<file path="src/source/kbd_bridge_pkg.sv">
// ~~~~~~~~~~~~~~~~~~~~~~~~~~~~~~~~~~~~~~
// kbd_bridge shared definitions
// scan code type, reset hold, FIFO sizing,
// PS/2 framing and UART baud constants
// ~~~~~~~~~~~~~~~~~~~~~~~~~~~~~~~~~~~~~~

package kbd_bridge_pkg;

	// one received scan code
	typedef logic [7:0] scan_byte_t;

	// reset sequencer
	localparam int reset_count_width = 16;	// sanity counter width
	localparam logic [reset_count_width-1:0] reset_hold_cycles = 16'd64;	// clocks after reset2a

	// scan code FIFO
	localparam int fifo_depth     = 8;	// entries
	localparam int fifo_ptr_width = 3;	// log2 of depth, count is one wider

	// one slot kept back for a frame that is already on the wire
	localparam int almost_full_level = fifo_depth - 1;

	// PS/2 framing, start + 8 data + parity + stop
	localparam int ps2_frame_bits = 11;

	// longest gap between two PS/2 clock edges inside a frame
	localparam int frame_timeout_cycles = 4096;	// about 82 us at 50 MHz

	// UART 8N1
	localparam int uart_clocks_per_bit = 434;	// 50 MHz / 434, roughly 115200 baud
	localparam int uart_frame_bits     = 10;	// start + 8 data + stop

	// note: the baud error at 434 is well under one percent,
	// so no fractional divider is needed

endpackage

</file>
<file path="src/source/ps2_frame_receiver.sv">
// ~~~~~~~~~~~~~~~~~~~~~~~~~~~~~~~~~~~~~~
// ps2_frame_receiver
// samples PS/2 frames on falling clock edges,
// checks framing and odd parity, writes good
// scan codes and inhibits the clock when full
// ~~~~~~~~~~~~~~~~~~~~~~~~~~~~~~~~~~~~~~

`timescale 1ns/1ns

module ps2_frame_receiver (
	input  logic clock_50mhz,
	input  logic core_reset_i,
	input  logic ps2_clk_sync_i,
	input  logic ps2_data_sync_i,
	input  logic fifo_almost_full_i,
	output logic ps2_clk_hold_o,
	output logic fifo_write_o,
	output kbd_bridge_pkg::scan_byte_t fifo_write_data_o,
	output logic frame_error_o
);

	localparam int last_index = kbd_bridge_pkg::ps2_frame_bits - 1;

	logic clk_prev_q;	// last synced clock, for edge detect
	logic clk_fall;
	logic receiving_q;	// inside a frame
	logic [3:0] bit_count_q;	// bits taken so far
	logic [last_index:0] shift_q;	// new bits enter at the top
	logic [last_index:0] shift_next;
	logic [$clog2(kbd_bridge_pkg::frame_timeout_cycles):0] timer_q;	// clocks since last edge
	logic last_bit;
	logic frame_good;

	// our own hold also pulls the clock low, that edge is not the keyboard
	assign clk_fall = clk_prev_q & ~ps2_clk_sync_i & ~ps2_clk_hold_o;

	// LSB first on the wire, so after 11 shifts the start bit sits in bit 0
	assign shift_next = {ps2_data_sync_i, shift_q[last_index:1]};
	assign last_bit   = (bit_count_q == last_index);

	// start 0, stop 1, data plus parity has an odd number of ones
	assign frame_good = ~shift_next[0] & shift_next[last_index]
		& (^shift_next[last_index-1:1]);

	always_ff @(posedge clock_50mhz)
	begin
		if (core_reset_i)
			clk_prev_q <= 1'b1;	// bus idles high
		else
			clk_prev_q <= ps2_clk_sync_i;
	end

	// frame control
	always_ff @(posedge clock_50mhz)
	begin
		if (core_reset_i)
		begin
			receiving_q    <= 1'b0;
			bit_count_q    <= '0;
			timer_q        <= '0;
			ps2_clk_hold_o <= 1'b0;
			fifo_write_o   <= 1'b0;
			frame_error_o  <= 1'b0;
		end
		else
		begin
			fifo_write_o  <= 1'b0;	// both strobes last one cycle
			frame_error_o <= 1'b0;
			if (!receiving_q)
			begin
				timer_q <= '0;
				if (clk_fall && !ps2_data_sync_i)
				begin
					receiving_q    <= 1'b1;	// valid start bit
					bit_count_q    <= 4'd1;
					ps2_clk_hold_o <= 1'b0;
				end
				else
					ps2_clk_hold_o <= fifo_almost_full_i;	// inhibit only between frames
				// a fall with data high is a glitch, not a start, and is dropped
			end
			else if (clk_fall)
			begin
				timer_q     <= '0;
				bit_count_q <= bit_count_q + 1'b1;
				if (last_bit)
				begin
					receiving_q   <= 1'b0;	// stop bit taken
					fifo_write_o  <= frame_good;
					frame_error_o <= !frame_good;
				end
			end
			else if (timer_q == kbd_bridge_pkg::frame_timeout_cycles)
				receiving_q <= 1'b0;	// keyboard stalled, drop the partial frame
			else
				timer_q <= timer_q + 1'b1;
		end
	end

	// payload side
	always_ff @(posedge clock_50mhz)
	begin
		if (clk_fall)
			shift_q <= shift_next;
		if (clk_fall && receiving_q && last_bit)
			fifo_write_data_o <= shift_next[8:1];	// data bits between start and parity
	end

	// hold may only start once the previous frame is finished
	assert property (@(posedge clock_50mhz) disable iff (core_reset_i)
		$rose(ps2_clk_hold_o) |-> !$past(receiving_q));

endmodule

</file>
<file path="config.mk">
export PLATFORM = sky130hd
export DESIGN_NAME = ps2_frame_receiver
export DESIGN_NICKNAME = d
export VERILOG_FILES = /design/src/source/kbd_bridge_pkg.sv /design/src/source/ps2_frame_receiver.sv
export SDC_FILE = /design/constraint.sdc
export NUM_CORES = 1
export LEC_CHECK = 0
export BUFFER_PORTS_ARGS = -buffer_cell sky130_fd_sc_hd__buf_2
export CAP_MARGIN = 20
export CORE_UTILIZATION = 45
export DETAILED_ROUTE_END_ITERATION = 8
export MAX_ROUTING_LAYER = met4
export PLACE_DENSITY = 0.69
export SLEW_MARGIN = 20
export SYNTH_ARGS = -nofsm -noshare
export SYNTH_HDL_FRONTEND = slang
export SYNTH_SLANG_ARGS = --single-unit
</file>
<file path="constraint.sdc">
create_clock -name clock_50mhz -period 2.4 [get_ports clock_50mhz]
set_clock_uncertainty 0.1 [all_clocks]
set_input_delay 0.12 -clock clock_50mhz [delete_from_list [all_inputs] [get_ports clock_50mhz]]
set_output_delay 0.12 -clock clock_50mhz [all_outputs]
set_load 0.01 [all_outputs]
</file>
==> qor.txt, run 1 <==
PWR
------------------------------------------------------------------------------------------------------
Total chip power ........................................................................    0.00133 W
Relative contribution of the clock network to total power ...............................        38.6%
Proportion of power drawn by flip-flops and latches .....................................        56.1%
Net switching fraction of the power .....................................................        19.6%
P_leak ..................................................................................     0.698 nW
Worst-case vdd ir drop ..................................................................       320 uV
Internal power of the cells .............................................................    0.00107 W
Pwr Density .............................................................................   695 mW/mm2
Proportion of power drawn by combinational gates ........................................         5.3%
Sw power ................................................................................   0.000261 W

PLACEMENT
------------------------------------------------------------------------------------------------------
Pre-CTS worst setup slack ...............................................................     0.565 ns
Count of port buffers added during placement ............................................           15
Final weighted congestion in routability-driven placement ...............................        0.804
HPWL Detailed ...........................................................................      1.90 mm

RUN
------------------------------------------------------------------------------------------------------
Max Cap Viol ............................................................................            0

FLOORPLAN
------------------------------------------------------------------------------------------------------
Number of cell rows .....................................................................           21
Die Width ...............................................................................      62.8 um
Initial core utilization ................................................................        48.4%
CORE AREA ...............................................................................  0.00344 mm2
Top-Level Pins ..........................................................................           16
Vertical die dimension ..................................................................      62.8 um
Area of the die .........................................................................  0.00395 mm2

STA
------------------------------------------------------------------------------------------------------
Pins over their slew limit ..............................................................            0
Shortest period the worst path allows ...................................................      1.94 ns
Slew headroom ...........................................................................        68.4%
Sum of negative setup slack .............................................................         0 ns
Measured slew at the worst slew-check pin ...............................................     0.472 ns
Total count of hold-check failures in the final report ..................................            0
# setup viols final .....................................................................            0
Hold Worst Slack ........................................................................    0.0122 ns
Fraction of the cycle the final worst path needs ........................................        80.7%
Worst setup slack after layout ..........................................................     0.463 ns
Max Clock Freq ..........................................................................      516 MHz
Unrepaired setup endpoints after global routing .........................................        false

ROUTING
------------------------------------------------------------------------------------------------------
Detailed router's first-iteration violation count .......................................           17
DRC viols ...............................................................................            0
Post-DRT Antenna Nets ...................................................................            0
WL/cell .................................................................................      12.2 um
Number of vias per cell after detailed routing ..........................................         5.05
Via count ...............................................................................        1,080
Routed Wire Length ......................................................................      2.61 mm
DRT Pass-1 Iters ........................................................................            4

FINISH
------------------------------------------------------------------------------------------------------
Fraction of layout cells with a size suffix above 1 .....................................        15.5%
Number of antenna repair diodes .........................................................            0
Area growth from synthesis to layout ....................................................        14.7%
Number of nets at the end of the flow ...................................................          176

LOGIC SYNTHESIS
------------------------------------------------------------------------------------------------------
Syn Nets ................................................................................          155
Cell count after synthesis ..............................................................          146
Post-Synthesis Mean Instance Area .......................................................     11.4 um2
Most instantiated flip-flop cell in the synthesis netlist ............................... sky130_fd_sc_hd__dfxtp_1
Cell area after synthesis ...............................................................  0.00167 mm2
Register area share after synthesis .....................................................        58.9%
Number of different library cells in the post-synthesis netlist .........................           37
Share of flip-flops with an asynchronous set or reset after synthesis ...................           0%
Warning count from the yosys run ........................................................            0
Number of storage elements in the synthesis netlist .....................................           40
Number of enable-type register cells in the synthesized netlist .........................           18

GLOBAL ROUTE
------------------------------------------------------------------------------------------------------
Vias in the first global route ..........................................................        1,071
Total global routing track utilization ..................................................        15.3%
Initial antenna violation count .........................................................            0
Wire length of the first global-routing pass ............................................      4.49 mm
Gr ovfl total ...........................................................................            0
Pin count of the biggest net entering global routing ....................................           15

CRITICAL PATH
------------------------------------------------------------------------------------------------------
Critical path startpoint category .......................................................   input port
Critical path peak fanout ...............................................................           14
CP arrival ..............................................................................      1.79 ns
Critical path capture point type ........................................................    flip-flop
Critical path class ..................................................................... input port to flip-flop
Required arrival time at the worst endpoint .............................................      2.26 ns

CLOCKING
------------------------------------------------------------------------------------------------------
Cells resized by post-CTS repair ........................................................            0
Number of sinks on the clock net ........................................................           40
TritonCTS clock tree ....................................................................          yes
Clk_lat worst skew ......................................................................      0.28 ns
H-Tree Depth ............................................................................            2
Number of buffers added by the clock tree synthesis step ................................            5
Clock transition at the register clock pins on the worst setup and hold paths after CTS .      0.07 ns
Clk Tree Root Cell ...................................................................... sky130_fd_sc_hd__clkbuf_8
Number of buffers on the longest clock path .............................................            2

RUN STATUS
------------------------------------------------------------------------------------------------------
Outcome .................................................................................    completed

WORST HOLD PATH
------------------------------------------------------------------------------------------------------
Min-Delay Path Class .................................................................... input port to flip-flop

cell usage after synthesis, types with 2 or more instances:
library cell	n	area (um2)
sky130_fd_sc_hd__and3_1	2	12.5
sky130_fd_sc_hd__o21ai_0	4	20.0
sky130_fd_sc_hd__nor3_1	5	25.0
sky130_fd_sc_hd__inv_1	8	30.0
sky130_fd_sc_hd__nor2_1	14	52.6
sky130_fd_sc_hd__edfxtp_1	18	541
sky130_fd_sc_hd__nor2b_1	2	12.5
sky130_fd_sc_hd__or3_1	2	12.5
sky130_fd_sc_hd__a21oi_1	7	35.0
sky130_fd_sc_hd__buf_2	2	10.0
sky130_fd_sc_hd__nor4_1	2	12.5
sky130_fd_sc_hd__nand2_1	7	26.3
sky130_fd_sc_hd__nor4b_1	2	17.5
sky130_fd_sc_hd__xnor2_1	11	96.3
sky130_fd_sc_hd__ha_1	4	50.1
sky130_fd_sc_hd__dfxtp_1	22	440
sky130_fd_sc_hd__nand3_1	9	45.0
sky130_fd_sc_hd__xor2_1	5	43.8
sky130_fd_sc_hd__nand2b_1	2	12.5
power by group through the flow:
stage	combinational [W]	clock (W)	sequential, W
after global routing	0.0000794	0.000556	0.000747
after floorplan	0.0000563	0	0.000754
final	0.0000706	0.000513	0.000745
after detailed placement	0.0000695	0	0.000760
after global placement	0.0000658	0	0.000759
after CTS	0.0000721	0.000526	0.000745
registers in the layout, summed over array words and instances (netlist names):
signal             count
timer_q               13
shift_q               10
fifo_write_data_o      8
bit_count_q            4
clk_prev_q             1
fifo_write_o           1
frame_error_o          1
ps2_clk_hold_o         1
receiving_q            1
cell families after synthesis:
family,count (synthesis),share of synthesized area [%]
XOR/XNOR,17,9.77
AND/OR/NAND/NOR,57,19.7
flip-flops,40,58.9
buffers and inverters,12,2.93
AO/OA/AOI/OAI,15,5.11
adder cells (fa/ha/maj),4,3.01
multiplexers,1,0.601
worst max-delay path, cell delays in order:
cell and delay (ns):
sky130_fd_sc_hd__dlygate4sd3_1 0.53, sky130_fd_sc_hd__buf_2 0.13, sky130_fd_sc_hd__or3b_4 0.40, sky130_fd_sc_hd__clkinv_2 0.19, sky130_fd_sc_hd__nand3_1 0.13, sky130_fd_sc_hd__inv_1 0.28
cell type report:
class,count,area (um2)
flip-flops and latches,40,981
multi-input cells,94,636
clock buffers,5,68.8
well taps,46,57.6
repair buffers,17,95.1
fillers,303,1530
inverters,9,35.0
clock inverters,3,37.5
path summary, 6_finish.rpt:
check                              startpoint                              to  cells after the start  slack, ns
setup / recovery               ps2_clk_sync_i  fifo_write_data_o[0]$_DFFE_PP_                      6       0.46
hold / removal                   core_reset_i     bit_count_q[2]$_SDFFE_PP0P_                      2       0.01
setup reg to reg  ps2_clk_hold_o$_SDFFE_PP0N_  fifo_write_data_o[0]$_DFFE_PP_                      4       0.60
hold reg to reg         shift_q[10]$_DFFE_PP_            shift_q[9]$_DFFE_PP_                      0       0.37
layer usage:
metal  track usage [%]  vias up  share of wire (%)  routed length, um
met5                 -        -                  0                  0
met4              6.98        0                1.6                 42
met3              3.83        5                3.4                 90
met2              25.3       22                 49               1280
met1              17.3      502                 46               1200
li1                  -      551                  -                  -
cell usage in the layout, fill, tap and decap left out, types with 4 or more instances in the layout:
master                     netlist  final
sky130_fd_sc_hd__ha_1            4      4
sky130_fd_sc_hd__edfxtp_1       18     18
sky130_fd_sc_hd__nor2_1         14     14
sky130_fd_sc_hd__buf_2           2     15
sky130_fd_sc_hd__clkbuf_8        0      5
sky130_fd_sc_hd__dfxtp_1        22     22
sky130_fd_sc_hd__nand3_1         9      9
sky130_fd_sc_hd__xor2_1          5      5
sky130_fd_sc_hd__inv_1           8      8
sky130_fd_sc_hd__o21ai_0         4      4
sky130_fd_sc_hd__nor3_1          5      5
sky130_fd_sc_hd__nand2_1         7      7
sky130_fd_sc_hd__xnor2_1        11     11
sky130_fd_sc_hd__a21oi_1         7      7
stage by stage:
stage               cells  util, %  instance area, um2
floorplan             146        -                1670
global placement      204     51.8                1780
detailed placement    204     51.8                1780
CTS                   214     55.5                1910
global route          214     55.5                1910
finish                214     55.5                1910
what timing repair did:
item / in CTS / in global routing
hold buffers: 2 / 0
hold endpoints to repair: 2 / 0
buffers inserted: 0 / 0
No activity file was read; power rests on OpenSTA's default activity.
==> run 2, diff against run 1 <==
Clock period 2.4 ns to 1.8 ns, I/O delays scaled along.
==> run 2 against run 1 <==
- total power increased by 23%
- critical endpoint is now bit_count_q[1]$_SDFFE_PP0P_
- cell count grew 0.93%
- hold slack improved by 0.085 ns
- worst setup slack lost 0.33 ns
==> qor.txt, run 2 (synthesis results as in run 1) <==
CLOCKING
------------------------------------------------------------------------------------------------------
Number of sinks on the clock net ........................................................           40   unchanged
Clk_lat worst skew ......................................................................      0.28 ns   about the same
Clk Tree Root Cell ...................................................................... sky130_fd_sc_hd__clkbuf_8
Number of buffers added by the clock tree synthesis step ................................            5   unchanged
Clock transition at the register clock pins on the worst setup and hold paths after CTS .      0.07 ns   about the same
Number of buffers on the longest clock path .............................................            2   unchanged
TritonCTS clock tree ....................................................................          yes
H-Tree Depth ............................................................................            2   unchanged

CRITICAL PATH
------------------------------------------------------------------------------------------------------
Start point of the critical path ........................................................ ps2_clk_sync_i
CP arrival ..............................................................................      1.75 ns   -0.04 ns
Critical path, cell by cell ............................................................. dlygate4sd3_1, buf_2, or3b_4, clkinv_2, buf_4, o21ai_2, a21oi_1, nor2_1
Critical path class ..................................................................... input port to flip-flop
Number of cells on the worst reg-to-reg path ............................................            4   unchanged
RR Startpoint ........................................................................... shift_q[4]$_DFFE_PP_
Largest stage delay on the critical path ................................................      0.54 ns   about the same
Critical path capture point type ........................................................    flip-flop
Destination of the worst register-to-register timing path ............................... frame_error_o$_SDFF_PP0_
Critical path peak fanout ...............................................................           13   -1
Crit path to ............................................................................ bit_count_q[1]$_SDFFE_PP0P_
Critical path startpoint category .......................................................   input port
Required arrival time at the worst endpoint .............................................      1.88 ns   -0.38 ns
Worst path slowest cell ................................................................. sky130_fd_sc_hd__dlygate4sd3_1
Flop-to-flop setup slack ................................................................      0.20 ns   -0.40 ns

FINISH
------------------------------------------------------------------------------------------------------
Most frequent standard cell in the layout excluding fill and tap cells .................. sky130_fd_sc_hd__dfxtp_1
Number of antenna repair diodes .........................................................            0   unchanged
Fill cell instance count of the final layout ............................................          306   +0.99%
Flip-flop and latch area ................................................................      981 um2   unchanged
Post-route standard cell area excluding fillers .........................................  0.00191 mm2   -0.26%
Largest Register ........................................................................      timer_q
Fraction of layout cells with a size suffix above 1 .....................................        16.5%   +0.99 points
Number of nets at the end of the flow ...................................................          178   +1.1%
Area growth from synthesis to layout ....................................................        14.4%
Flip-flop count of the largest register after layout ....................................           13   unchanged
Most frequent cells in the layout ....................................................... sky130_fd_sc_hd__dfxtp_1, sky130_fd_sc_hd__edfxtp_1, sky130_fd_sc_hd__buf_2, sky130_fd_sc_hd__nor2_1, sky130_fd_sc_hd__xnor2_1
Largest registers ....................................................................... timer_q: 13 flops, shift_q: 10 flops, fifo_write_data_o: 8 flops
Total area of multi-input combinational cells ...........................................      639 um2   +0.59%

ROUTING
------------------------------------------------------------------------------------------------------
Post-DRT Antenna Nets ...................................................................            0   unchanged
Detailed router's first-iteration violation count .......................................           34   +17
Routed Wire Length ......................................................................      2.72 mm   +4.1%
Via count ...............................................................................        1,079   -0.093%
DRT Pass-1 Iters ........................................................................            4   unchanged
WL/cell .................................................................................      12.6 um   +3.1%
DRC viols ...............................................................................            0   unchanged
Number of vias per cell after detailed routing ..........................................         5.00   -1.0%

STA
------------------------------------------------------------------------------------------------------
Max Clock Freq ..........................................................................      599 MHz
Worst setup slack after layout ..........................................................     0.131 ns   -0.333 ns
Hold Worst Slack ........................................................................    0.0972 ns   +0.0850 ns
Sum of negative setup slack .............................................................         0 ns   unchanged
Pins over their slew limit ..............................................................            0   unchanged
Fraction of the cycle the final worst path needs ........................................        92.7%
# setup viols final .....................................................................            0   unchanged
Slew headroom ...........................................................................        66.9%   -1.5 points
Measured slew at the worst slew-check pin ...............................................     0.495 ns   +0.0227 ns
Shortest period the worst path allows ...................................................      1.67 ns
Unrepaired setup endpoints after global routing .........................................        false
Total count of hold-check failures in the final report ..................................            0   unchanged

PWR
------------------------------------------------------------------------------------------------------
Worst-case vdd ir drop ..................................................................       563 uV   +76%
Pwr Density .............................................................................   859 mW/mm2   +24%
P_leak ..................................................................................     0.692 nW   -0.86%
Total chip power ........................................................................    0.00164 W   +23%

GLOBAL ROUTE
------------------------------------------------------------------------------------------------------
Wire length of the first global-routing pass ............................................      4.59 mm   +2.2%
Initial antenna violation count .........................................................            0   unchanged
Vias in the first global route ..........................................................        1,060   -1.0%
Pin count of the biggest net entering global routing ....................................           14   -1
Gr ovfl total ...........................................................................            0   unchanged
Total global routing track utilization ..................................................        15.9%   +0.63 points

FLOORPLAN
------------------------------------------------------------------------------------------------------
Area of the die .........................................................................  0.00395 mm2   unchanged
Die Width ...............................................................................      62.8 um   unchanged
Top-Level Pins ..........................................................................           16   unchanged
Number of cell rows .....................................................................           21   unchanged
Initial core utilization ................................................................        48.4%   unchanged
CORE AREA ...............................................................................  0.00344 mm2   unchanged
Vertical die dimension ..................................................................      62.8 um   unchanged

PLACEMENT
------------------------------------------------------------------------------------------------------
Placed Instance Area ....................................................................  0.00179 mm2   +0.42%
HPWL Detailed ...........................................................................      1.92 mm   +0.97%
Final weighted congestion in routability-driven placement ...............................        0.835   +3.8%
Count of port buffers added during placement ............................................           15   unchanged
Pre-CTS worst setup slack ...............................................................     0.140 ns   -0.426 ns

RUN
------------------------------------------------------------------------------------------------------
Max Cap Viol ............................................................................            0   unchanged

WORST HOLD PATH
------------------------------------------------------------------------------------------------------
Min-Delay Path Class .................................................................... input port to flip-flop

RUN STATUS
------------------------------------------------------------------------------------------------------
Outcome .................................................................................    completed

-- run 2: cell count changes in the layout (fill, tap and decap cells not counted), sizes merged --
cell and change:
bufinv -1, buf +1, dlygate4sd3 +1, clkbuf +2
clkinv -1
-- run 2: critical path: cells and delay by family --
family	cells	cell delay, ns
buffers and inverters	4	0.94
AND/OR/NAND/NOR	2	0.46
AO/OA/AOI/OAI	2	0.27
-- run 2: report_power, final --
part	total [W]	switching (W)	internal, W
Combinational	0.0000996	0.0000483	0.0000513
Sequential	0.000993	0.0000205	0.000973
Clock	0.000545	0.000275	0.000269
-- run 2: final cells by class --
| class | count | share of cell area [%] |
|---|---|---|
| flip-flops and latches | 40 | 51.5 |
| clock buffers | 7 | 4.01 |
| clock inverters | 1 | 0.197 |
| well taps | 46 | 3.02 |
| inverters | 9 | 1.84 |
| repair buffers | 19 | 5.91 |
| multi-input cells | 94 | 33.6 |
-- run 2: worst min-delay path by stage --
stage                            start                          end  slack, ns  cells past startpoint
global route        fifo_almost_full_i  ps2_clk_hold_o$_SDFFE_PP0N_       0.09                      4
floorplan              ps2_data_sync_i        shift_q[10]$_DFFE_PP_       0.09                      0
CTS                 fifo_almost_full_i  ps2_clk_hold_o$_SDFFE_PP0N_       0.09                      4
finish              fifo_almost_full_i  ps2_clk_hold_o$_SDFFE_PP0N_        0.1                      4
detailed placement      ps2_clk_sync_i        clk_prev_q$_SDFF_PP1_       0.23                      2
global placement        ps2_clk_sync_i        clk_prev_q$_SDFF_PP1_       0.21                      2
-- run 2: timing repair --
item                                   4_1_cts  5_1_grt
endpoints found under the hold margin        8        0
hold buffers                                 3        0
resized for setup                            0        2
setup buffers                                0        0
setup endpoints to repair                    0       10
-- run 2: per-layer routing --
metal | routed length (um) | track usage, %
met1 | 1270 | 17.9
met2 | 1340 | 26.0
met3 | 79 | 4.93
met4 | 36 | 6.98
met5 | 0 | -
-- run 2: through the flow --
stage,std cells,utilization [%]
final,216,55.4
after global routing,216,55.4
after CTS,216,55.3
after detailed placement,205,52.1
after global placement,205,52.1
after floorplan,146,-
==> run 3, diff against run 2 <==
Settings changed: PLACE_DENSITY 0.69 to unset, PLACE_DENSITY_LB_ADDON set to 0.08.
==> run 3 against run 2 <==
- flip-flop and latch count unchanged
- non-clock buffer count unchanged
- critical path depth decreased by 2
- wire length down 2.5%
- largest power group unchanged
- hold slack improved by 0.012 ns
- combinational power shrank 2%
- critical endpoint is now fifo_write_data_o[0]$_DFFE_PP_
- sequential power about the same
- clock power up 6.1%
- first-iteration DRC count up 24%
- largest cell class unchanged
==> qor.txt, run 3 (synthesis results as in run 1) <==
RUN STATUS
------------------------------------------------------------------------------------------------------
Outcome .................................................................................    completed

CRITICAL PATH
------------------------------------------------------------------------------------------------------
CP arrival ..............................................................................      1.57 ns   -0.18 ns
Largest stage delay on the critical path ................................................      0.54 ns   about the same
Number of cells on the worst reg-to-reg path ............................................            4   unchanged
Worst path slowest cell ................................................................. sky130_fd_sc_hd__dlygate4sd3_1
Flop-to-flop setup slack ................................................................      0.19 ns   about the same
Start point of the critical path ........................................................ ps2_clk_sync_i
Destination of the worst register-to-register timing path ............................... frame_error_o$_SDFF_PP0_
RR Startpoint ........................................................................... shift_q[4]$_DFFE_PP_
Required arrival time at the worst endpoint .............................................      1.68 ns   -0.20 ns
Critical path startpoint category .......................................................   input port
Critical path capture point type ........................................................    flip-flop
Critical path class ..................................................................... input port to flip-flop
Crit path to ............................................................................ fifo_write_data_o[0]$_DFFE_PP_
Critical path, cell by cell ............................................................. dlygate4sd3_1, buf_2, or3b_4, clkinv_2, nand3_1, clkinvlp_4
Critical path peak fanout ...............................................................            9   -4

PLACEMENT
------------------------------------------------------------------------------------------------------
Placed Instance Area ....................................................................  0.00179 mm2   unchanged
Count of port buffers added during placement ............................................           15   unchanged
Placed cell count .......................................................................          205   unchanged
HPWL Detailed ...........................................................................      1.87 mm   -2.5%
Final weighted congestion in routability-driven placement ...............................        0.735   -12%
Pre-CTS worst setup slack ...............................................................     0.156 ns   +0.0159 ns

STA
------------------------------------------------------------------------------------------------------
Pins over their slew limit ..............................................................            0   unchanged
Sum of negative setup slack .............................................................         0 ns   unchanged
Slew headroom ...........................................................................        63.5%   -3.4 points
Max Clock Freq ..........................................................................      590 MHz   -1.5%
Measured slew at the worst slew-check pin ...............................................     0.546 ns   +0.0512 ns
Fraction of the cycle the final worst path needs ........................................        94.1%   +1.4 points
Shortest period the worst path allows ...................................................      1.69 ns   +0.0248 ns
Total count of hold-check failures in the final report ..................................            0   unchanged
# setup viols final .....................................................................            0   unchanged
Unrepaired setup endpoints after global routing .........................................        false
Worst setup slack after layout ..........................................................     0.106 ns   -0.0248 ns

FINISH
------------------------------------------------------------------------------------------------------
Area growth from synthesis to layout ....................................................        15.3%
Most frequent standard cell in the layout excluding fill and tap cells .................. sky130_fd_sc_hd__dfxtp_1
Post-route standard cell area excluding fillers .........................................  0.00192 mm2   +0.72%
Largest Register ........................................................................      timer_q
Flip-flop count of the largest register after layout ....................................           13   unchanged
Most frequent cells in the layout ....................................................... sky130_fd_sc_hd__dfxtp_1, sky130_fd_sc_hd__edfxtp_1, sky130_fd_sc_hd__buf_2, sky130_fd_sc_hd__nor2_1, sky130_fd_sc_hd__xnor2_1
Fraction of layout cells with a size suffix above 1 .....................................        17.1%   +0.59 points
Number of antenna repair diodes .........................................................            0   unchanged
Number of nets at the end of the flow ...................................................          178   unchanged
Non-filler instance count after layout ..................................................          216   unchanged
Core Util, Final ........................................................................        55.8%   +0.40 points
Largest registers ....................................................................... timer_q: 13 flops, shift_q: 10 flops, fifo_write_data_o: 8 flops

ROUTING
------------------------------------------------------------------------------------------------------
DRC viols ...............................................................................            0   unchanged
Wire length on met1 .....................................................................      1.28 mm   +0.87%
WL/cell .................................................................................      12.3 um   -2.5%
DRT Pass-1 Iters ........................................................................            5   +1
Routed Wire Length ......................................................................      2.65 mm   -2.5%
Total met2 wirelength after detailed routing ............................................      1.23 mm   -7.7%
Number of vias per cell after detailed routing ..........................................         5.03   +0.74%
Top layer reached by signal wires .......................................................         met4
Post-DRT Antenna Nets ...................................................................            0   unchanged
Met3 Wirelength .........................................................................        97 um   +23%
Detailed router's first-iteration violation count .......................................           42   +24%
Via count ...............................................................................        1,087   +0.74%

CLOCKING
------------------------------------------------------------------------------------------------------
TritonCTS clock tree ....................................................................          yes
Number of buffers on the longest clock path .............................................            2   unchanged
Number of sinks on the clock net ........................................................           40   unchanged
Setup Fix Bufs, Post-CTS ................................................................            0   unchanged
Number of buffers added by the clock tree synthesis step ................................            5   unchanged
Clk_lat worst skew ......................................................................      0.28 ns   about the same
Clock transition at the register clock pins on the worst setup and hold paths after CTS .      0.07 ns   about the same
Clk Tree Root Cell ...................................................................... sky130_fd_sc_hd__clkbuf_8
H-Tree Depth ............................................................................            2   unchanged

GLOBAL ROUTE
------------------------------------------------------------------------------------------------------
Total global routing track utilization ..................................................        15.8%   -0.11 points
Initial antenna violation count .........................................................            0   unchanged
Vias in the first global route ..........................................................        1,022   -3.6%
Pin count of the biggest net entering global routing ....................................           14   unchanged
Gr ovfl total ...........................................................................            0   unchanged
Wire length of the first global-routing pass ............................................      4.64 mm   +1.0%

FLOORPLAN
------------------------------------------------------------------------------------------------------
Vertical die dimension ..................................................................      62.8 um   unchanged
Top-Level Pins ..........................................................................           16   unchanged
Die Width ...............................................................................      62.8 um   unchanged
Initial core utilization ................................................................        48.4%   unchanged
CORE AREA ...............................................................................  0.00344 mm2   unchanged
Number of cell rows .....................................................................           21   unchanged
Area of the die .........................................................................  0.00395 mm2   unchanged

PWR
------------------------------------------------------------------------------------------------------
Relative contribution of the clock network to total power ...............................        34.6%   +1.3 points
Proportion of power drawn by flip-flops and latches .....................................        59.5%   -1.1 points
Worst-case vdd ir drop ..................................................................       482 uV   -14%
Internal power of the cells .............................................................    0.00133 W   +2.9%
Proportion of power drawn by combinational gates ........................................         5.9%   -0.2 points
P_leak ..................................................................................     0.690 nW   -0.25%
Sw power ................................................................................   0.000338 W   -1.8%
Pwr Density .............................................................................   869 mW/mm2   +1.2%
Net switching fraction of the power .....................................................        20.3%   -0.75 points

RUN
------------------------------------------------------------------------------------------------------
Max Cap Viol ............................................................................            0   unchanged

WORST HOLD PATH
------------------------------------------------------------------------------------------------------
Min-Delay Path Class .................................................................... input port to flip-flop

-- run 3: layout make-up --
type                       instances  area, um2
clock inverter                     1       3.75
tap                               46       57.6
fill                             310       1520
sequential                        40        981
multi-input combinational         94        639
inverter                           9       38.8
clock buffer                       7       86.3
timing repair buffer              19        113
-- run 3: power groups by stage --
| stage | Combinational (W) | Clock, W | Sequential (W) |
|---|---|---|---|
| global route | 0.000107 | 0.000646 | 0.000996 |
| global placement | 0.0000905 | 0 | 0.00101 |
| detailed placement | 0.0000919 | 0 | 0.00101 |
| finish | 0.0000978 | 0.000578 | 0.000993 |
| floorplan | 0.0000750 | 0 | 0.00101 |
| CTS | 0.0000977 | 0.000601 | 0.000992 |
-- run 3: per-stage QoR --
step / total power (W) / hold slack (ns)
3_3_place_gp: 0.00110 / 0.206
4_1_cts: 0.00169 / 0.0894
5_1_grt: 0.00175 / 0.160
6_report: 0.00167 / 0.109
3_5_place_dp: 0.00110 / 0.214
2_1_floorplan: 0.00108 / 0.0889
-- run 3: how the worst min path moves through the flow --
stage / start / end / slack, ns / depth (start not counted)
2_1_floorplan: ps2_data_sync_i / shift_q[10]$_DFFE_PP_ / 0.09 / 0
3_3_place_gp: ps2_clk_sync_i / clk_prev_q$_SDFF_PP1_ / 0.21 / 2
3_5_place_dp: ps2_clk_sync_i / clk_prev_q$_SDFF_PP1_ / 0.21 / 2
4_1_cts: fifo_almost_full_i / ps2_clk_hold_o$_SDFFE_PP0N_ / 0.09 / 4
5_1_grt: fifo_almost_full_i / ps2_clk_hold_o$_SDFFE_PP0N_ / 0.16 / 4
6_report: fifo_almost_full_i / ps2_clk_hold_o$_SDFFE_PP0N_ / 0.11 / 4
-- run 3: worst max-delay path: cells and delay by family --
family | cells | cell delay (ns)
buffers and inverters | 4 | 0.95
and+or+nand+nor | 2 | 0.53
-- run 3: routing by layer --
layer,track usage [%],up-vias
met5,-,-
met4,7.85,0
met3,3.28,5
met2,24.2,22
met1,19.8,511
li1,-,549
-- run 3: timing repair --
item / 4_1_cts / 5_1_grt
endpoints found under the setup margin: 0 / 10
gates resized for setup: 0 / 2
hold buffers: 3 / 0
endpoints found under the hold margin: 8 / 0
